## src/ethRt_settings.svh

```systemverilog
// Frame constants for the real-time Ethernet byte interface.
// Included by the RTL blocks and the testbench that need Ethernet
// framing or CRC values.

`ifndef ETHRT_SETTINGS_SVH
`define ETHRT_SETTINGS_SVH

// ----------------------------------------
// Preamble and delimiter
// ----------------------------------------
`define ETH_PREAMBLE_LEN   7              // Preamble bytes before the SFD
`define ETH_PREAMBLE_BYTE  8'h55          // Preamble pattern
`define ETH_SFD            8'hd5          // Start-of-frame delimiter

// ----------------------------------------
// Frame size and FCS
// ----------------------------------------
`define ETH_MIN_PAYLOAD    60             // Bytes before the FCS, pad up to this
`define ETH_CRC_INIT       32'hffff_ffff  // CRC register preset

// Register value after data and FCS have both been folded in
`define ETH_CRC_RESIDUE    32'hdebb_20e3

`endif

```

## src/ethRtPkg.sv

```systemverilog
// Shared types for the real-time Ethernet byte interface.
// Used by the RTL blocks and the testbench through scoped names.
// Holds the GMII byte lane, the received word and the transmit request.

`default_nettype none

package ethRtPkg;

    // ----------------------------------------
    // GMII byte lane, used for both directions
    // ----------------------------------------
    typedef struct packed {
        logic       en;    // Byte valid
        logic [7:0] data;  // Byte value
        logic       err;   // Error marker, always 0 on transmit
    } gmiiByteT;

    // ----------------------------------------
    // Word toward the protocol engine
    // ----------------------------------------
    typedef struct packed {
        logic        valid;  // One-cycle strobe
        logic        last;   // Final word of the frame
        logic [15:0] data;   // First byte in the upper half
    } rxWordT;

    // ----------------------------------------
    // Frame-level transmit request
    // ----------------------------------------
    // Four-phase with txAck. byteCount stays stable while req is high
    typedef struct packed {
        logic        req;        // Request level
        logic [15:0] byteCount;  // Payload bytes, at least 1
    } txReqT;

endpackage

`default_nettype wire

```

## src/ethCrc32.sv

```systemverilog
// Byte-wide reflected CRC-32 register for the Ethernet FCS.
// crcInit presets the register, crcAdvance folds in crcByte LSB first.
// The new value shows on crcValue one cycle after crcAdvance.

`timescale 1ns/1ns
`default_nettype none

`include "ethRt_settings.svh"

module ethCrc32 (
    input  wire        TxClk,
    input  wire        rstN,
    input  wire        crcInit,     // Preset to all ones
    input  wire        crcAdvance,  // Fold crcByte in
    input  wire  [7:0] crcByte,
    output logic [31:0] crcValue    // Raw register, not inverted
);

    localparam logic [31:0] CRC_POLY = 32'hedb8_8320;  // Reflected 802.3 polynomial

    // One byte through the shift register, LSB first
    function automatic logic [31:0] crcNext(input logic [31:0] crcIn,
                                            input logic [7:0]  dataIn);
        logic [31:0] c;
        c = crcIn ^ {24'd0, dataIn};
        for (int i = 0; i < 8; i++) begin
            if (c[0])
                c = (c >> 1) ^ CRC_POLY;
            else
                c = c >> 1;
        end
        return c;
    endfunction

    always_ff @(posedge TxClk) begin
        if (!rstN) begin
            crcValue <= `ETH_CRC_INIT;
        end
        else if (crcInit) begin
            crcValue <= `ETH_CRC_INIT;             // Init wins over advance
        end
        else if (crcAdvance) begin
            crcValue <= crcNext(crcValue, crcByte);
        end
    end

endmodule

`default_nettype wire

```

## src/ethRxDeframer.sv

```systemverilog
// Receive side of the GMII byte interface.
// Drops the preamble, packs bytes after the SFD into 16-bit words for the
// engine (first byte high), pads an odd last byte and marks the last word.
// A frame that arrives while rxBusy is low is flushed and flagged.

`timescale 1ns/1ns
`default_nettype none

`include "ethRt_settings.svh"

module ethRxDeframer (
    input  wire                 TxClk,
    input  wire                 rstN,
    input  wire ethRtPkg::gmiiByteT gmiiRx,
    input  wire                 rxBusy,         // Engine accepts a frame
    input  wire                 clearErrors,
    output logic                rxRequest,      // SFD to end of frame
    output ethRtPkg::rxWordT    rxWord,
    output logic                internalError   // Sticky not-ready flag
);

    typedef enum logic [1:0] {
        stIdle,   // Hunting for the SFD
        stFrame,  // Packing payload bytes
        stPad,    // Emitting the zero-padded odd word
        stFlush   // Dropping a frame the engine did not take
    } rxStateT;

    rxStateT     rxState;
    logic        oddPhase;    // Next byte completes a word
    logic [7:0]  upperByte;   // Even byte waiting for its partner
    logic [15:0] heldWord;    // Last completed word, held back one pair
    logic        haveHeld;    // heldWord is valid

    // ----------------------------------------
    // Frame FSM and word packing
    // ----------------------------------------
    always_ff @(posedge TxClk) begin
        if (!rstN) begin
            rxState       <= stIdle;
            rxRequest     <= 1'b0;
            rxWord.valid  <= 1'b0;
            rxWord.last   <= 1'b0;
            internalError <= 1'b0;
            oddPhase      <= 1'b0;
            haveHeld      <= 1'b0;
        end
        else begin
            rxWord.valid <= 1'b0;              // Strobes by default
            rxWord.last  <= 1'b0;

            if (clearErrors)
                internalError <= 1'b0;         // Set below takes priority

            case (rxState)
                stIdle: begin
                    // Preamble bytes pass by unchecked
                    if (gmiiRx.en && gmiiRx.data == `ETH_SFD) begin
                        rxRequest <= 1'b1;
                        oddPhase  <= 1'b0;
                        haveHeld  <= 1'b0;
                        if (rxBusy) begin
                            rxState <= stFrame;
                        end
                        else begin
                            internalError <= 1'b1;   // Engine not ready
                            rxState       <= stFlush;
                        end
                    end
                end

                stFrame: begin
                    if (gmiiRx.en) begin
                        oddPhase <= ~oddPhase;
                        if (!oddPhase) begin
                            upperByte <= gmiiRx.data;            // Even byte, high half
                        end
                        else begin
                            // Release the previous pair, hold the new one
                            rxWord.valid <= haveHeld;
                            rxWord.data  <= heldWord;
                            heldWord     <= {upperByte, gmiiRx.data};
                            haveHeld     <= 1'b1;
                        end
                    end
                    else begin
                        // End of frame, enable low with rxRequest high
                        rxRequest    <= 1'b0;
                        rxWord.valid <= haveHeld;
                        rxWord.last  <= haveHeld && !oddPhase;  // Even count ends here
                        rxWord.data  <= heldWord;
                        haveHeld     <= 1'b0;
                        rxState      <= oddPhase ? stPad : stIdle;
                    end
                end

                stPad: begin
                    rxWord.valid <= 1'b1;
                    rxWord.last  <= 1'b1;
                    rxWord.data  <= {upperByte, 8'h00};  // Odd byte, zero low half
                    rxState      <= stIdle;
                end

                stFlush: begin
                    if (!gmiiRx.en) begin
                        rxRequest <= 1'b0;
                        rxState   <= stIdle;
                    end
                end

                default: rxState <= stIdle;
            endcase
        end
    end

    // ----------------------------------------
    // Checks
    // ----------------------------------------
    // The pad word may trail rxRequest by two cycles, never more
    assert property (@(posedge TxClk) disable iff (!rstN)
        (!rxRequest && !$past(rxRequest) && !$past(rxRequest, 2))
            |-> !$rose(rxWord.valid))
        else $error("rxWord.valid rose outside a frame");

endmodule

`default_nettype wire

```

## src/ethTxFramer.sv

```systemverilog
// Transmit side of the GMII byte interface.
// On a four-phase request it sends the preamble and SFD, fetches payload
// words from the engine (low byte first), pads to the minimum size and
// appends the FCS from the CRC block. txAck rises once the frame is out.

`timescale 1ns/1ns
`default_nettype none

`include "ethRt_settings.svh"

module ethTxFramer (
    input  wire                 TxClk,
    input  wire                 rstN,
    input  wire ethRtPkg::txReqT txReq,
    output logic                txAck,
    output logic                txWordReq,   // Word wanted on the next cycle
    input  wire          [15:0] txWord,
    output logic                crcInit,
    output logic                crcAdvance,
    output logic          [7:0] crcByte,
    input  wire          [31:0] crcValue,
    output ethRtPkg::gmiiByteT  gmiiTx
);

    localparam logic [2:0]  PRE_LEN = 3'(`ETH_PREAMBLE_LEN);
    localparam logic [15:0] MIN_LEN = 16'(`ETH_MIN_PAYLOAD);

    typedef enum logic [2:0] {
        stIdle,
        stPreamble,  // Preamble bytes, then the SFD
        stSend,      // Payload bytes from the engine
        stPadding,   // Zero bytes up to MIN_LEN
        stCrc,       // Four FCS bytes
        stDone       // Ack handshake
    } txStateT;

    txStateT     txState;
    logic [2:0]  preCnt;       // Preamble bytes already loaded
    logic [15:0] byteCnt;      // Data and pad bytes already loaded
    logic [1:0]  fcsCnt;       // FCS byte index
    logic [15:0] byteCountQ;   // Latched payload length
    logic [7:0]  wordHi;       // High byte of the current word
    logic [7:0]  txByte;       // Next data or pad byte
    logic        moreWords;    // Another word follows the current one

    // ----------------------------------------
    // Next data byte and CRC feed
    // ----------------------------------------
    always_comb begin
        txByte = 8'h00;                                      // Pad value
        if (txState == stSend)
            txByte = byteCnt[0] ? wordHi : txWord[7:0];     // Low byte first
    end

    assign moreWords  = ({1'b0, byteCnt} + 17'd2) < {1'b0, byteCountQ};
    assign crcInit    = (txState == stPreamble);            // Held through the preamble
    assign crcAdvance = (txState == stSend) || (txState == stPadding);
    assign crcByte    = txByte;                             // Same byte as gmiiTx gets

    // ----------------------------------------
    // Frame FSM
    // ----------------------------------------
    always_ff @(posedge TxClk) begin
        if (!rstN) begin
            txState   <= stIdle;
            gmiiTx    <= '0;
            txAck     <= 1'b0;
            txWordReq <= 1'b0;
            preCnt    <= 3'd0;
            byteCnt   <= 16'd0;
            fcsCnt    <= 2'd0;
        end
        else begin
            txWordReq <= 1'b0;

            case (txState)
                stIdle: begin
                    gmiiTx.en <= 1'b0;
                    if (txReq.req && !txAck) begin
                        gmiiTx.en   <= 1'b1;
                        gmiiTx.data <= `ETH_PREAMBLE_BYTE;   // First preamble byte
                        preCnt      <= 3'd1;
                        byteCountQ  <= txReq.byteCount;
                        txState     <= stPreamble;
                    end
                end

                stPreamble: begin
                    if (preCnt == PRE_LEN) begin
                        gmiiTx.data <= `ETH_SFD;
                        byteCnt     <= 16'd0;
                        txState     <= stSend;
                    end
                    else begin
                        gmiiTx.data <= `ETH_PREAMBLE_BYTE;
                        preCnt      <= preCnt + 3'd1;
                        txWordReq   <= (preCnt == PRE_LEN - 3'd1);  // With the last one
                    end
                end

                stSend: begin
                    gmiiTx.data <= txByte;
                    byteCnt     <= byteCnt + 16'd1;
                    if (!byteCnt[0]) begin
                        wordHi    <= txWord[15:8];    // Word is valid this cycle
                        txWordReq <= moreWords;       // Fetch ahead for the next pair
                    end
                    if (byteCnt == byteCountQ - 16'd1) begin
                        fcsCnt  <= 2'd0;
                        txState <= (byteCountQ < MIN_LEN) ? stPadding : stCrc;
                    end
                end

                stPadding: begin
                    gmiiTx.data <= txByte;
                    byteCnt     <= byteCnt + 16'd1;
                    if (byteCnt == MIN_LEN - 16'd1)
                        txState <= stCrc;
                end

                stCrc: begin
                    // Final register goes out inverted and LSB first
                    gmiiTx.data <= ~crcValue[{fcsCnt, 3'b000} +: 8];
                    fcsCnt      <= fcsCnt + 2'd1;
                    if (fcsCnt == 2'd3)
                        txState <= stDone;
                end

                stDone: begin
                    gmiiTx.en <= 1'b0;
                    txAck     <= 1'b1;
                    if (txAck && !txReq.req) begin
                        txAck   <= 1'b0;               // Requester let go
                        txState <= stIdle;
                    end
                end

                default: txState <= stIdle;
            endcase
        end
    end

    // ----------------------------------------
    // Checks
    // ----------------------------------------
    assert property (@(posedge TxClk) disable iff (!rstN)
        $rose(txAck) |-> $past(txReq.req))
        else $error("txAck rose without a request");

    assert property (@(posedge TxClk) disable iff (!rstN)
        (txState == stIdle && txReq.req && !txAck) |-> (txReq.byteCount != 16'd0))
        else $error("Frame started with zero byteCount");

    // Enable may only fall once the last FCS byte is out
    assert property (@(posedge TxClk) disable iff (!rstN)
        $fell(gmiiTx.en) |-> $past(txState == stDone))
        else $error("gmiiTx enable dropped inside a frame");

endmodule

`default_nettype wire

```

## src/ethRtInterface.sv

```systemverilog
// Top level of the real-time Ethernet byte interface.
// Sits between a GMII switch port and the word-oriented protocol engine.
// Wires the receive deframer, the transmit framer and the FCS CRC block.
// Adds no registers, latencies are those of the blocks.

`timescale 1ns/1ns
`default_nettype none

module ethRtInterface (
    input  wire                  TxClk,
    input  wire                  rstN,

    // Receive side
    input  wire ethRtPkg::gmiiByteT gmiiRx,     // From the switch
    input  wire                  rxBusy,
    input  wire                  clearErrors,
    output wire                  rxRequest,
    output ethRtPkg::rxWordT     rxWord,        // To the engine
    output wire                  internalError,

    // Transmit side
    input  wire ethRtPkg::txReqT txReq,
    output wire                  txAck,
    output wire                  txWordReq,
    input  wire           [15:0] txWord,
    output ethRtPkg::gmiiByteT   gmiiTx         // To the switch
);

    // Framer to CRC block
    wire        crcInit;
    wire        crcAdvance;
    wire  [7:0] crcByte;
    wire [31:0] crcValue;

    // ----------------------------------------
    // Receive path
    // ----------------------------------------
    ethRxDeframer rxDeframer (
        .TxClk         (TxClk),
        .rstN          (rstN),
        .gmiiRx        (gmiiRx),
        .rxBusy        (rxBusy),
        .clearErrors   (clearErrors),
        .rxRequest     (rxRequest),
        .rxWord        (rxWord),
        .internalError (internalError)
    );

    // ----------------------------------------
    // Transmit path
    // ----------------------------------------
    ethTxFramer txFramer (
        .TxClk      (TxClk),
        .rstN       (rstN),
        .txReq      (txReq),
        .txAck      (txAck),
        .txWordReq  (txWordReq),
        .txWord     (txWord),
        .crcInit    (crcInit),
        .crcAdvance (crcAdvance),
        .crcByte    (crcByte),
        .crcValue   (crcValue),
        .gmiiTx     (gmiiTx)
    );

    ethCrc32 fcsCrc (
        .TxClk      (TxClk),
        .rstN       (rstN),
        .crcInit    (crcInit),
        .crcAdvance (crcAdvance),
        .crcByte    (crcByte),
        .crcValue   (crcValue)
    );

endmodule

`default_nettype wire

```

## config.mk

```make
export PLATFORM = sky130hd
export DESIGN_NAME = ethRtInterface
export DESIGN_NICKNAME = d
export VERILOG_FILES = /design/src/ethRtPkg.sv /design/src/ethCrc32.sv /design/src/ethRxDeframer.sv /design/src/ethTxFramer.sv /design/src/ethRtInterface.sv
export VERILOG_INCLUDE_DIRS = /design/src
export SDC_FILE = /design/constraint.sdc
export NUM_CORES = 1
export LEC_CHECK = 0
export BUFFER_PORTS_ARGS = -buffer_cell sky130_fd_sc_hd__clkbuf_2
export CORE_MARGIN = 3
export CORE_UTILIZATION = 40
export CTS_CLUSTER_DIAMETER = 60
export DETAILED_ROUTE_END_ITERATION = 12
export PLACE_DENSITY_LB_ADDON = 0.1
export SYNTH_ARGS = -nofsm -noshare
export SYNTH_HDL_FRONTEND = slang
export SYNTH_HIERARCHICAL = 1
export SYNTH_SLANG_ARGS = --single-unit
```

## constraint.sdc

```tcl
create_clock -name TxClk -period 4.3 [get_ports TxClk]
set_input_delay 0.215 -clock TxClk [delete_from_list [all_inputs] [get_ports TxClk]]
set_output_delay 0.215 -clock TxClk [all_outputs]
set_load 0.01 [all_outputs]
```

==> results by group, run 1 <==
Worst setup path
  – Critical path launch point type: flip-flop
  – Critical Path RT: 4600 ps
  – R2r startpoint: txFramer/txState[1]
  – Worst reg2reg path endpoint: fcsCrc/crcValue[26]
  – Critical Path Start: txFramer/txState[1]
  – Setup CP Type: flip-flop to flip-flop
  – FF-to-FF path depth: 8
  – R2r setup slk: 970 ps
  – Max FO, Critical Path: 12
  – Element type at the critical path end: flip-flop
  – WP data arrival: 3630 ps

Clock network
  – CTS tree: built
  – Clk root buf: clkbuf_16
  – Clk_lat worst skew: 420 ps
  – PostCTS Resize Cnt: 0
  – Post-CTS Setup Bufs: 0
  – Cts hold-fix bufs: 26
  – Number of clock sinks: 139
  – CTS Buffer Depth: 2
  – H-tree Lvls: 4
  – CTS Buf Count: 17
  – Clock Pin Slew Worst Setup and Hold Paths: 60 ps

Timing
  – Slew margin rel.: 0.299
  – Hold Worst Slack: 16.2 ps
  – Final worst-path cycle share: 0.773
  – RSZ-0062 raised after global routing: no
  – Setup total negative slack: 0 ps
  – Tmin final: 3330 ps
  – Final setup vio count: 0
  – Slew @ Worst Pin: 1050 ps
  – Worst Skew: 12.9 ps
  – Pins over their slew limit: 0
  – Hold Vio Cnt, Final: 0
  – Fmax: 0.301 GHz

Status
  – Status: completed

Synthesis
  – Mean Syn Cell Area: 10.1 µm²
  – Compound-cell area share of the yosys netlist: 0.109
  – Yosys top cell by area: edfxtp_1
  – Synth unique cells: 73
  – Largest family of logic cells by synthesized area: simple AND/OR/NAND/NOR gates
  – Seq cells post-synth: 139
  – Synth top area cells: edfxtp_1 (25%), dfxtp_1 (19%), xnor2_1 (7.7%)
  – Xor/xnor share of the synthesized area: 0.154
  – Syn Inst Count: 775
  – Syn_nets: 851
  – Yosys warnings: 6
  – Ys async rst share: 0
  – Post-Synth Adder-Cell Area: 0.0464
  – Yosys top cell area share: 0.246
  – Cell Area, Synth: 7820 µm²
  – Post-synth EDFFs: 64
  – Sequential area share after synthesis: 0.438
  – Ys flop type: dfxtp_1
  – Mux contribution to synthesized area: 0.0424
  – Synth Area in Simple Gates: 0.168

GRT
  – Initial antenna violation count: 0
  – Vias in the first global route: 5704
  – GR Overflow Total: 0
  – Pin count of the biggest net entering global routing: 38
  – Global-route wire length before repair: 30100 µm
  – Overall routing resource usage: 0.175

Floorplanning
  – Die Ht: 146 µm
  – Die X-Extent: 146 µm
  – Io pins: 79
  – Site Rows: 50
  – Area of the core: 19000 µm²
  – Initial Util: 0.413
  – Die area: 21300 µm²

Finish
  – Layout overhead on the synthesized area: 18.0%
  – Antenna diodes: 0
  – Layout cell share with drive strength beyond 1: 0.174
  – Fin area: 9230 µm²
  – Final Util: 0.487
  – Nets: 933

Route
  – DR DRC count: 0
  – Post-route ant nets: 0
  – Post-Route WL: 18400 µm
  – DRT iter0 DRCs: 310
  – Vias: 5849
  – Routed wire per std cell: 16.3 µm
  – Drt first pass iters: 5
  – Vias per cell: 5.18

Worst hold path
  – Min-delay worst type: input pin to flip-flop
  – Worst Hold Launch: gmiiRx[1]
  – Hold path endpoint: rxDeframer/upperByte[0]
  – Worst Hold Depth: 1

Placed design
  – GPL Wtd Cong: 0.825
  – Final HPWL DP: 13300 µm
  – Placed Area: 8400 µm²
  – IO buf count: 76

Power and ir drop
  – Worst IR Drop VDD: 0.000328 V
  – Power per cell area: 661 nW/µm²
  – P_leak: 0.00357 µW

Job
  – Max Cap Violations: 0
## worst max-delay path, cell delays in order, from the launching register on
cell and delay [ps]:
dfxtp_1 520, nor2b_2 220, nand2b_1 250, nor2_1 380
xor2_1 430, xnor2_2 260, xnor3_2 580, or4_1 420
o311a_1 140
## sequential cells by signal, indices dropped and copies added, names as in the netlist, 3 cells and up
signal                flops
txFramer/byteCnt         16
fcsCrc/crcValue          32
txFramer/gmiiTx           9
txFramer/wordHi           8
rxDeframer/rxWord        18
rxDeframer/heldWord      16
txFramer/byteCountQ      16
txFramer/preCnt           3
txFramer/txState          3
rxDeframer/upperByte      8
## metal layers
metal	global-route usage	part of all wire
met1	0.241	0.48
met3	0.0358	0.042
met2	0.278	0.46
met4	0.0551	0.013
met5	0	0
## metrics by stage
| step | power (µW) | std cells | worst slack, ps |
|---|---|---|---|
| after CTS | 6160 | 1130 | 1000 |
| after detailed placement | 4670 | 1072 | 1020 |
| after global placement | 4630 | 1072 | 1010 |
| after global routing | 6520 | 1130 | 736 |
| after floorplan | 4070 | 775 | 1380 |
| final | 6100 | 1130 | 974 |
## where the power goes
group | leakage, µW | total [µW] | internal, µW | switching [µW]
Combinational | 0.00210 | 2760 | 1360 | 1400
Clock | 0.000271 | 1440 | 851 | 585
Sequential | 0.00120 | 1910 | 1640 | 268
Total | 0.00357 | 6100 | 3850 | 2250
## final cells by class
type | count | area [µm²]
fillers | 1821 | 9720
multi-input cells | 553 | 4070
flip-flops and latches | 139 | 3420
repair buffers | 110 | 701
clock buffers | 17 | 425
well taps | 260 | 325
clock inverters | 15 | 148
inverters | 36 | 135
## logic make-up (layout without fill, tap and decap cells)
logic type      Yosys count  in the layout
compound gates          125            125
xor+xnor                116            116
fa+ha+maj                29             29
buf+inv                  83            178
flops                   139            139
mux                      23             23
other cells               1              1
simple gates            259            259
## Yosys cell counts, types with 8 or more instances
cell type / number
and3_1: 13
edfxtp_1: 64
o211ai_1: 11
inv_1: 35
nor3_1: 13
ha_1: 29
xnor2_1: 69
mux4_2: 8
nor2b_1: 25
nand4_1: 15
clkbuf_1: 37
nor2_1: 95
o22ai_1: 11
nand2_1: 40
a21oi_1: 14
mux2i_1: 14
dfxtp_1: 75
nand3_1: 18
xor2_1: 33
o21ai_0: 33
a22oi_1: 12
## worst max path at each step
stage,cells after the start,end
after global placement,8,fcsCrc/crcValue[26]
after global routing,8,fcsCrc/crcValue[23]
final,8,fcsCrc/crcValue[26]
after floorplan,10,fcsCrc/crcValue[26]
after detailed placement,8,fcsCrc/crcValue[26]
after CTS,8,fcsCrc/crcValue[26]
## cell usage in the layout, fill, tap and decap left out, types with 29 or more instances in the layout
cell      instances
clkbuf_2         76
dfxtp_1          75
edfxtp_1         64
ha_1             29
inv_1            35
nand2_1          40
nor2_1           95
o21ai_0          33
xnor2_1          69
xor2_1           33
Note: power is estimated with default switching activity, not from simulation.
==> run 2, diff against run 1 <==
--- a/config.mk
+++ b/config.mk
@@ -6,6 +6,7 @@
 export SDC_FILE = /design/constraint.sdc
 export NUM_CORES = 1
 export LEC_CHECK = 0
+export ABC_AREA = 1
 export BUFFER_PORTS_ARGS = -buffer_cell sky130_fd_sc_hd__clkbuf_2
 export CORE_MARGIN = 3
 export CORE_UTILIZATION = 40
==> constraint.sdc (replaced) <==
create_clock -name TxClk -period 3.38 [get_ports TxClk]
set_input_delay 0.169 -clock TxClk [delete_from_list [all_inputs] [get_ports TxClk]]
set_output_delay 0.169 -clock TxClk [all_outputs]
set_load 0.01 [all_outputs]
==> run 2 against run 1 <==
Net effect: sequential power is 23% higher; critical endpoint is now txFramer/txWordReq; synthesized cell count is 48% higher; via count is 30% higher; clock skew is 5.0 ps lower.
==> results by group, run 2 <==
Status
  – Status: completed

Worst setup path
  – WP data arrival: 3320 ps
  – CP max stage delay: 510 ps
  – Worst reg2reg path endpoint: txFramer/txWordReq
  – Element type at the critical path end: flip-flop
  – Setup CP Type: flip-flop to flip-flop
  – Critical Path RT: 3730 ps
  – Critical path launch point type: flip-flop
  – R2r startpoint: txFramer/byteCnt[7]
  – Critical-path cell list: nand2_1 -> nor3_1 -> inv_1 -> nor2_1 -> nand2_1 -> xor2_1 -> ha_1 -> nand2_1 -> nor2_1 -> a211oi_1 -> nor2_1 -> nor3_1 -> nand4_1 -> a21oi_1
  – CP max stage cell: dfxtp_1
  – FF-to-FF path depth: 14
  – R2r setup slk: 410 ps
  – Max FO, Critical Path: 9

GRT
  – Global-route wire length before repair: 37400 µm
  – Pin count of the biggest net entering global routing: 28
  – GR Overflow Total: 0
  – Vias in the first global route: 7395
  – Initial antenna violation count: 0
  – Overall routing resource usage: 0.197

Finish
  – Most common cell after layout, fill and taps aside: nand2_1
  – Fin area: 10200 µm²
  – Regs by FF count: fcsCrc/crcValue (32), rxDeframer/rxWord (18)
  – Commonest cells after routing, fill and taps aside: nand2_1 (343), inv_1 (136), a21oi_1 (92), clkbuf_2 (76)
  – Biggest register: fcsCrc/crcValue
  – Layout overhead on the synthesized area: 18.9%
  – Layout cell share with drive strength beyond 1: 0.169
  – Max reg flops: 32
  – Fin cells: 1545
  – Nets: 1338
  – Antenna diodes: 0

Clock network
  – Clock Pin Slew Worst Setup and Hold Paths: 70 ps
  – Number of clock sinks: 139
  – Clk_lat worst skew: 430 ps
  – CTS Buffer Depth: 2
  – PostCTS Resize Cnt: 0
  – Post-CTS Setup Bufs: 0
  – CTS tree: built
  – H-tree Lvls: 4
  – Clk root buf: clkbuf_16
  – CTS Buf Count: 17

Floorplanning
  – Die Ht: 152 µm
  – Initial Util: 0.415
  – Die X-Extent: 152 µm
  – Io pins: 79
  – Die area: 23200 µm²
  – Site Rows: 52
  – Area of the core: 20600 µm²

Timing
  – Hold Worst Slack: 58.3 ps
  – RSZ-0062 raised after global routing: no
  – Slew @ Worst Pin: 1000 ps
  – Worst Skew: 7.90 ps
  – Pins over their slew limit: 0
  – Final worst-path cycle share: 0.877
  – Slew margin rel.: 0.327
  – Tmin final: 2970 ps
  – Final setup vio count: 0
  – Hold Vio Cnt, Final: 0
  – Setup total negative slack: 0 ps
  – Fmax: 0.337 GHz

Route
  – Post-Route WL: 22900 µm
  – Vias: 7616
  – Vias per cell: 4.93
  – Post-route ant nets: 0
  – Drt first pass iters: 5
  – Routed wire per std cell: 14.8 µm
  – DR DRC count: 0
  – DRT iter0 DRCs: 506

Synthesis
  – Synth top area cells: edfxtp_1 (22%), dfxtp_1 (18%), nand2_1 (15%)
  – Mean Syn Cell Area: 7.46 µm²
  – Sequential area share after synthesis: 0.400
  – Yosys warnings: 6
  – Yosys top cell area share: 0.225
  – Synth cell count leaders: nand2_1 (343), inv_1 (136), a21oi_1 (92)
  – Synth unique cells: 50
  – Syn Inst Count: 1147
  – Cell Area, Synth: 8550 µm²
  – Post-synth EDFFs: 64
  – Yosys top cell by area: edfxtp_1
  – Ys flop type: dfxtp_1
  – Ys async rst share: 0
  – Seq cells post-synth: 139
  – Count leader, synth: nand2_1
  – Syn_nets: 1223

Placed design
  – Final HPWL DP: 16900 µm
  – Placed Area: 9250 µm²
  – Inst Count DP: 1481
  – IO buf count: 76
  – GPL Wtd Cong: 0.850

Worst hold path
  – Min-delay worst type: input pin to flip-flop
  – Worst Hold Depth: 3
  – Hold path endpoint: rxDeframer/internalError
  – Worst Hold Launch: clearErrors

Power and ir drop
  – Power per cell area: 740 nW/µm²
  – P_leak: 0.00462 µW
  – Worst IR Drop VDD: 0.000472 V

Job
  – Max Cap Violations: 0
run 2: cell count changes in the layout (fill, tap and decap cells not counted), moves of 26 or more:
cell / previous run / this run
nand2_1: 40 / 343
inv_1: 35 / 136
a21oi_1: 14 / 92
xnor2_1: 69 / 10
nand3_1: 18 / 75
nor2_1: 95 / 65
nand2_2: 0 / 26
run 2: kinds of logic (layout without fill, tap and decap cells):
group,Yosys count,count (layout),share of synthesized area
buffers and inverters,181,309,0.0825
other,1,1,0.000438
AND/OR/NAND/NOR,603,603,0.328
XOR/XNOR,46,46,0.0471
multiplexers,1,1,0.00117
AO/OA/AOI/OAI,147,147,0.0980
adder cells (fa/ha/maj),29,29,0.0424
flip-flops,139,139,0.400
run 2: area by class of cell:
class / count / area [µm²]
fill: 2048 / 10500
multi-input combinational: 827 / 4430
sequential: 139 / 3420
timing repair buffer: 120 / 791
inverter: 157 / 592
clock buffer: 17 / 425
tap: 270 / 338
clock inverter: 15 / 168
run 2: through the flow:
step	util	power, µW	worst slack (ps)
after floorplan	-	4800	1070
after global placement	0.449	5590	494
after detailed placement	0.449	5630	442
after CTS	0.493	7560	422
after global routing	0.493	8120	101
final	0.493	7520	414
run 2: critical path: cells and delay by family (launching register included):
family / cells / cell delay (ps)
buffers and inverters: 1 / 160
AO/OA/AOI/OAI: 2 / 340
adder cells (fa/ha/maj): 1 / 310
AND/OR/NAND/NOR: 9 / 1420
flip-flops: 1 / 510
XOR/XNOR: 1 / 160
run 2: report_power, final:
group | internal (µW) | total, µW | switching [µW] | leakage [µW]
logic | 1080 | 3310 | 2230 | 0.00314
clock network | 994 | 1860 | 868 | 0.000287
registers | 2080 | 2350 | 276 | 0.00120
total | 4150 | 7520 | 3370 | 0.00462
run 2: worst max-delay path by stage:
stage,startpoint,end,cells past startpoint
final,txFramer/byteCnt[7],txFramer/txWordReq,14
after global routing,txFramer/byteCnt[7],txFramer/txWordReq,14
after CTS,txFramer/byteCnt[7],txFramer/txWordReq,14
after detailed placement,txFramer/byteCnt[7],txFramer/txWordReq,14
after global placement,txFramer/byteCnt[7],txFramer/txWordReq,14
after floorplan,rxDeframer/rxState[1],rxDeframer/heldWord[0],4
run 2: repair_timing:
item,in CTS,in global routing
endpoints found under the hold margin,40,0
endpoints found under the setup margin,0,0
hold buffers,32,0
run 2: per-layer routing:
| layer | up-vias | track usage | part of all wire |
|---|---|---|---|
| li1 | 3955 | - | - |
| met1 | 3499 | 0.255 | 0.47 |
| met2 | 139 | 0.340 | 0.49 |
| met3 | 23 | 0.0364 | 0.033 |
| met4 | 0 | 0.0522 | 0.013 |
| met5 | - | 0 | 0 |
==> run 3, diff against run 2 <==
--- a/config.mk
+++ b/config.mk
@@ -8,6 +8,7 @@
 export LEC_CHECK = 0
 export ABC_AREA = 1
 export BUFFER_PORTS_ARGS = -buffer_cell sky130_fd_sc_hd__clkbuf_2
+export CAP_MARGIN = 10
 export CORE_MARGIN = 3
 export CORE_UTILIZATION = 40
 export CTS_CLUSTER_DIAMETER = 60
==> constraint.sdc (replaced) <==
create_clock -name TxClk -period 3.6 [get_ports TxClk]
set_input_delay 0.18 -clock TxClk [delete_from_list [all_inputs] [get_ports TxClk]]
set_output_delay 0.18 -clock TxClk [all_outputs]
set_load 0.01 [all_outputs]
==> run 3 against run 2 <==
Net effect: critical path depth is the same; critical endpoint unchanged; clock skew grew 4.4 ps; final area grew 0.15%; via count shrank 1.6%; setup slack gained 350 ps; non-clock buffer count shrank 4; clock power grew 3%; power shrank 4.2%; utilization grew 0.073 points; sequential share of layout area is essentially flat; sequential power shrank 6%.
==> results by group, run 3 (same netlist as run 2, synthesis figures left out) <==
Timing
  – Fmax: 0.353 GHz
  – Setup total negative slack: 0 ps
  – Worst Skew: 12.3 ps
  – Post-route setup slack: 766 ps
  – Slew margin rel.: 0.269
  – Slew @ Worst Pin: 1100 ps
  – RSZ-0062 raised after global routing: no
  – Pins over their slew limit: 0
  – Final worst-path cycle share: 0.787
  – Hold Vio Cnt, Final: 0
  – Tmin final: 2830 ps
  – Final setup vio count: 0

Worst setup path
  – Critical path launch point type: flip-flop
  – Setup CP Type: flip-flop to flip-flop
  – FF-to-FF path depth: 14
  – R2r setup slk: 770 ps
  – Critical Path Start: txFramer/byteCnt[7]
  – R2r startpoint: txFramer/byteCnt[7]
  – Critical-path cell list: nand2_1 -> nor3_1 -> inv_1 -> nor2_1 -> nand2_1 -> xor2_1 -> ha_1 -> nand2_1 -> nor2_1 -> a211oi_1 -> nor2_1 -> nor3_1 -> nand4_1 -> a21oi_1
  – Worst reg2reg path endpoint: txFramer/txWordReq
  – WP data arrival: 3180 ps
  – Critical Path RT: 3950 ps
  – CP max stage delay: 510 ps
  – Worst path bufs/invs: 1
  – CP max stage cell: dfxtp_1
  – Max FO, Critical Path: 9
  – CP top delay family: simple AND/OR/NAND/NOR gates
  – Element type at the critical path end: flip-flop

Placed design
  – Inst Count DP: 1477
  – IO buf count: 76
  – Worst slack, placed: 716 ps
  – GPL Wtd Cong: 0.867
  – Final HPWL DP: 16600 µm
  – Placed Area: 9220 µm²

Power and ir drop
  – Sw Share: 0.427
  – NetSw: 3080 µW
  – Worst IR Drop VDD: 0.000346 V
  – Flop pwr share: 0.306
  – Clk pwr share: 0.266
  – Cell-internal power: 4130 µW
  – Power per cell area: 708 nW/µm²
  – P_leak: 0.00462 µW
  – Comb power frac: 0.428

GRT
  – Global-route wire length before repair: 37500 µm
  – Pin count of the biggest net entering global routing: 31
  – Vias in the first global route: 7189
  – GR Overflow Total: 0
  – Overall routing resource usage: 0.199
  – Initial antenna violation count: 0

Route
  – Vias per cell: 4.86
  – Post-route ant nets: 0
  – DR DRC count: 0
  – Routed wire per std cell: 14.8 µm
  – Vias: 7494
  – Post-Route WL: 22700 µm
  – DRT iter0 DRCs: 429
  – Drt first pass iters: 5

Finish
  – Commonest cells after routing, fill and taps aside: nand2_1 (343), inv_1 (136), a21oi_1 (92), clkbuf_2 (76)
  – Layout overhead on the synthesized area: 19.0%
  – Nets: 1334
  – Fin area: 10200 µm²
  – Biggest register: fcsCrc/crcValue
  – Antenna diodes: 0
  – Layout cell share with drive strength beyond 1: 0.165
  – Most common cell after layout, fill and taps aside: nand2_1
  – Final Util: 0.494
  – Fin cells: 1541
  – Max reg flops: 32
  – Regs by FF count: fcsCrc/crcValue (32), rxDeframer/rxWord (18)

Floorplanning
  – Die area: 23200 µm²
  – Site Rows: 52
  – Initial Util: 0.415
  – Die Ht: 152 µm
  – Die X-Extent: 152 µm
  – Area of the core: 20600 µm²
  – Io pins: 79

Worst hold path
  – Hold path endpoint: rxDeframer/internalError
  – Worst Hold Depth: 3
  – Worst Hold Launch: clearErrors
  – Min-delay worst type: input pin to flip-flop

Clock network
  – H-tree Lvls: 4
  – CTS Buffer Depth: 2
  – Clk root buf: clkbuf_16
  – Clock Pin Slew Worst Setup and Hold Paths: 60 ps
  – Clk_lat worst skew: 430 ps
  – Number of clock sinks: 139
  – CTS Buf Count: 17
  – PostCTS Resize Cnt: 0
  – CTS tree: built

Status
  – Status: completed

Job
  – Max Cap Violations: 0
[run 3: stage by stage]
step                hold slack [ps]  power, µW
detailed placement              359       5260
global route                   87.9       7800
global placement                359       5230
floorplan                       279       4510
finish                         85.5       7210
CTS                            73.4       7240
[run 3: worst max-delay path by stage]
stage	end	slack, ps	cells past startpoint
2_1_floorplan	rxDeframer/heldWord[0]	1290	4
3_3_place_gp	txFramer/txWordReq	700	14
3_5_place_dp	txFramer/txWordReq	720	14
4_1_cts	txFramer/txWordReq	700	14
5_1_grt	txFramer/txWordReq	380	14
6_report	txFramer/txWordReq	770	14
[run 3: layout make-up]
class                   instances  area, µm²
flip-flops and latches        139       3420
well taps                     270        338
clock inverters                14        209
multi-input cells             827       4430
clock buffers                  18        429
inverters                     157        592
repair buffers                116        761
fillers                      2008      10400
[run 3: worst min-delay path: stages]
cell      delay (ps)
clkbuf_2          80
nor2_1            40
o21a_1           170
[run 3: layer usage]
metal / share of wire / vias up / global-route usage
met5: 0 / - / 0
met4: 0.016 / 0 / 0.0586
met2: 0.48 / 162 / 0.331
met3: 0.045 / 25 / 0.0403
li1: - / 3938 / -
met1: 0.46 / 3369 / 0.262
[run 3: power by group through the flow]
stage          Clock (µW)  Combinational, µW  Sequential (µW)
4_1_cts              1960               3070             2210
3_3_place_gp            0               2990             2240
2_1_floorplan           0               2310             2200
3_5_place_dp            0               3020             2240
5_1_grt              2030               3520             2250
6_report             1920               3080             2210
[run 3: timing repair]
action | in CTS | in global routing
hold endpoints to repair | 40 | 0
hold buffers | 32 | 0
setup buffers | 0 | 0
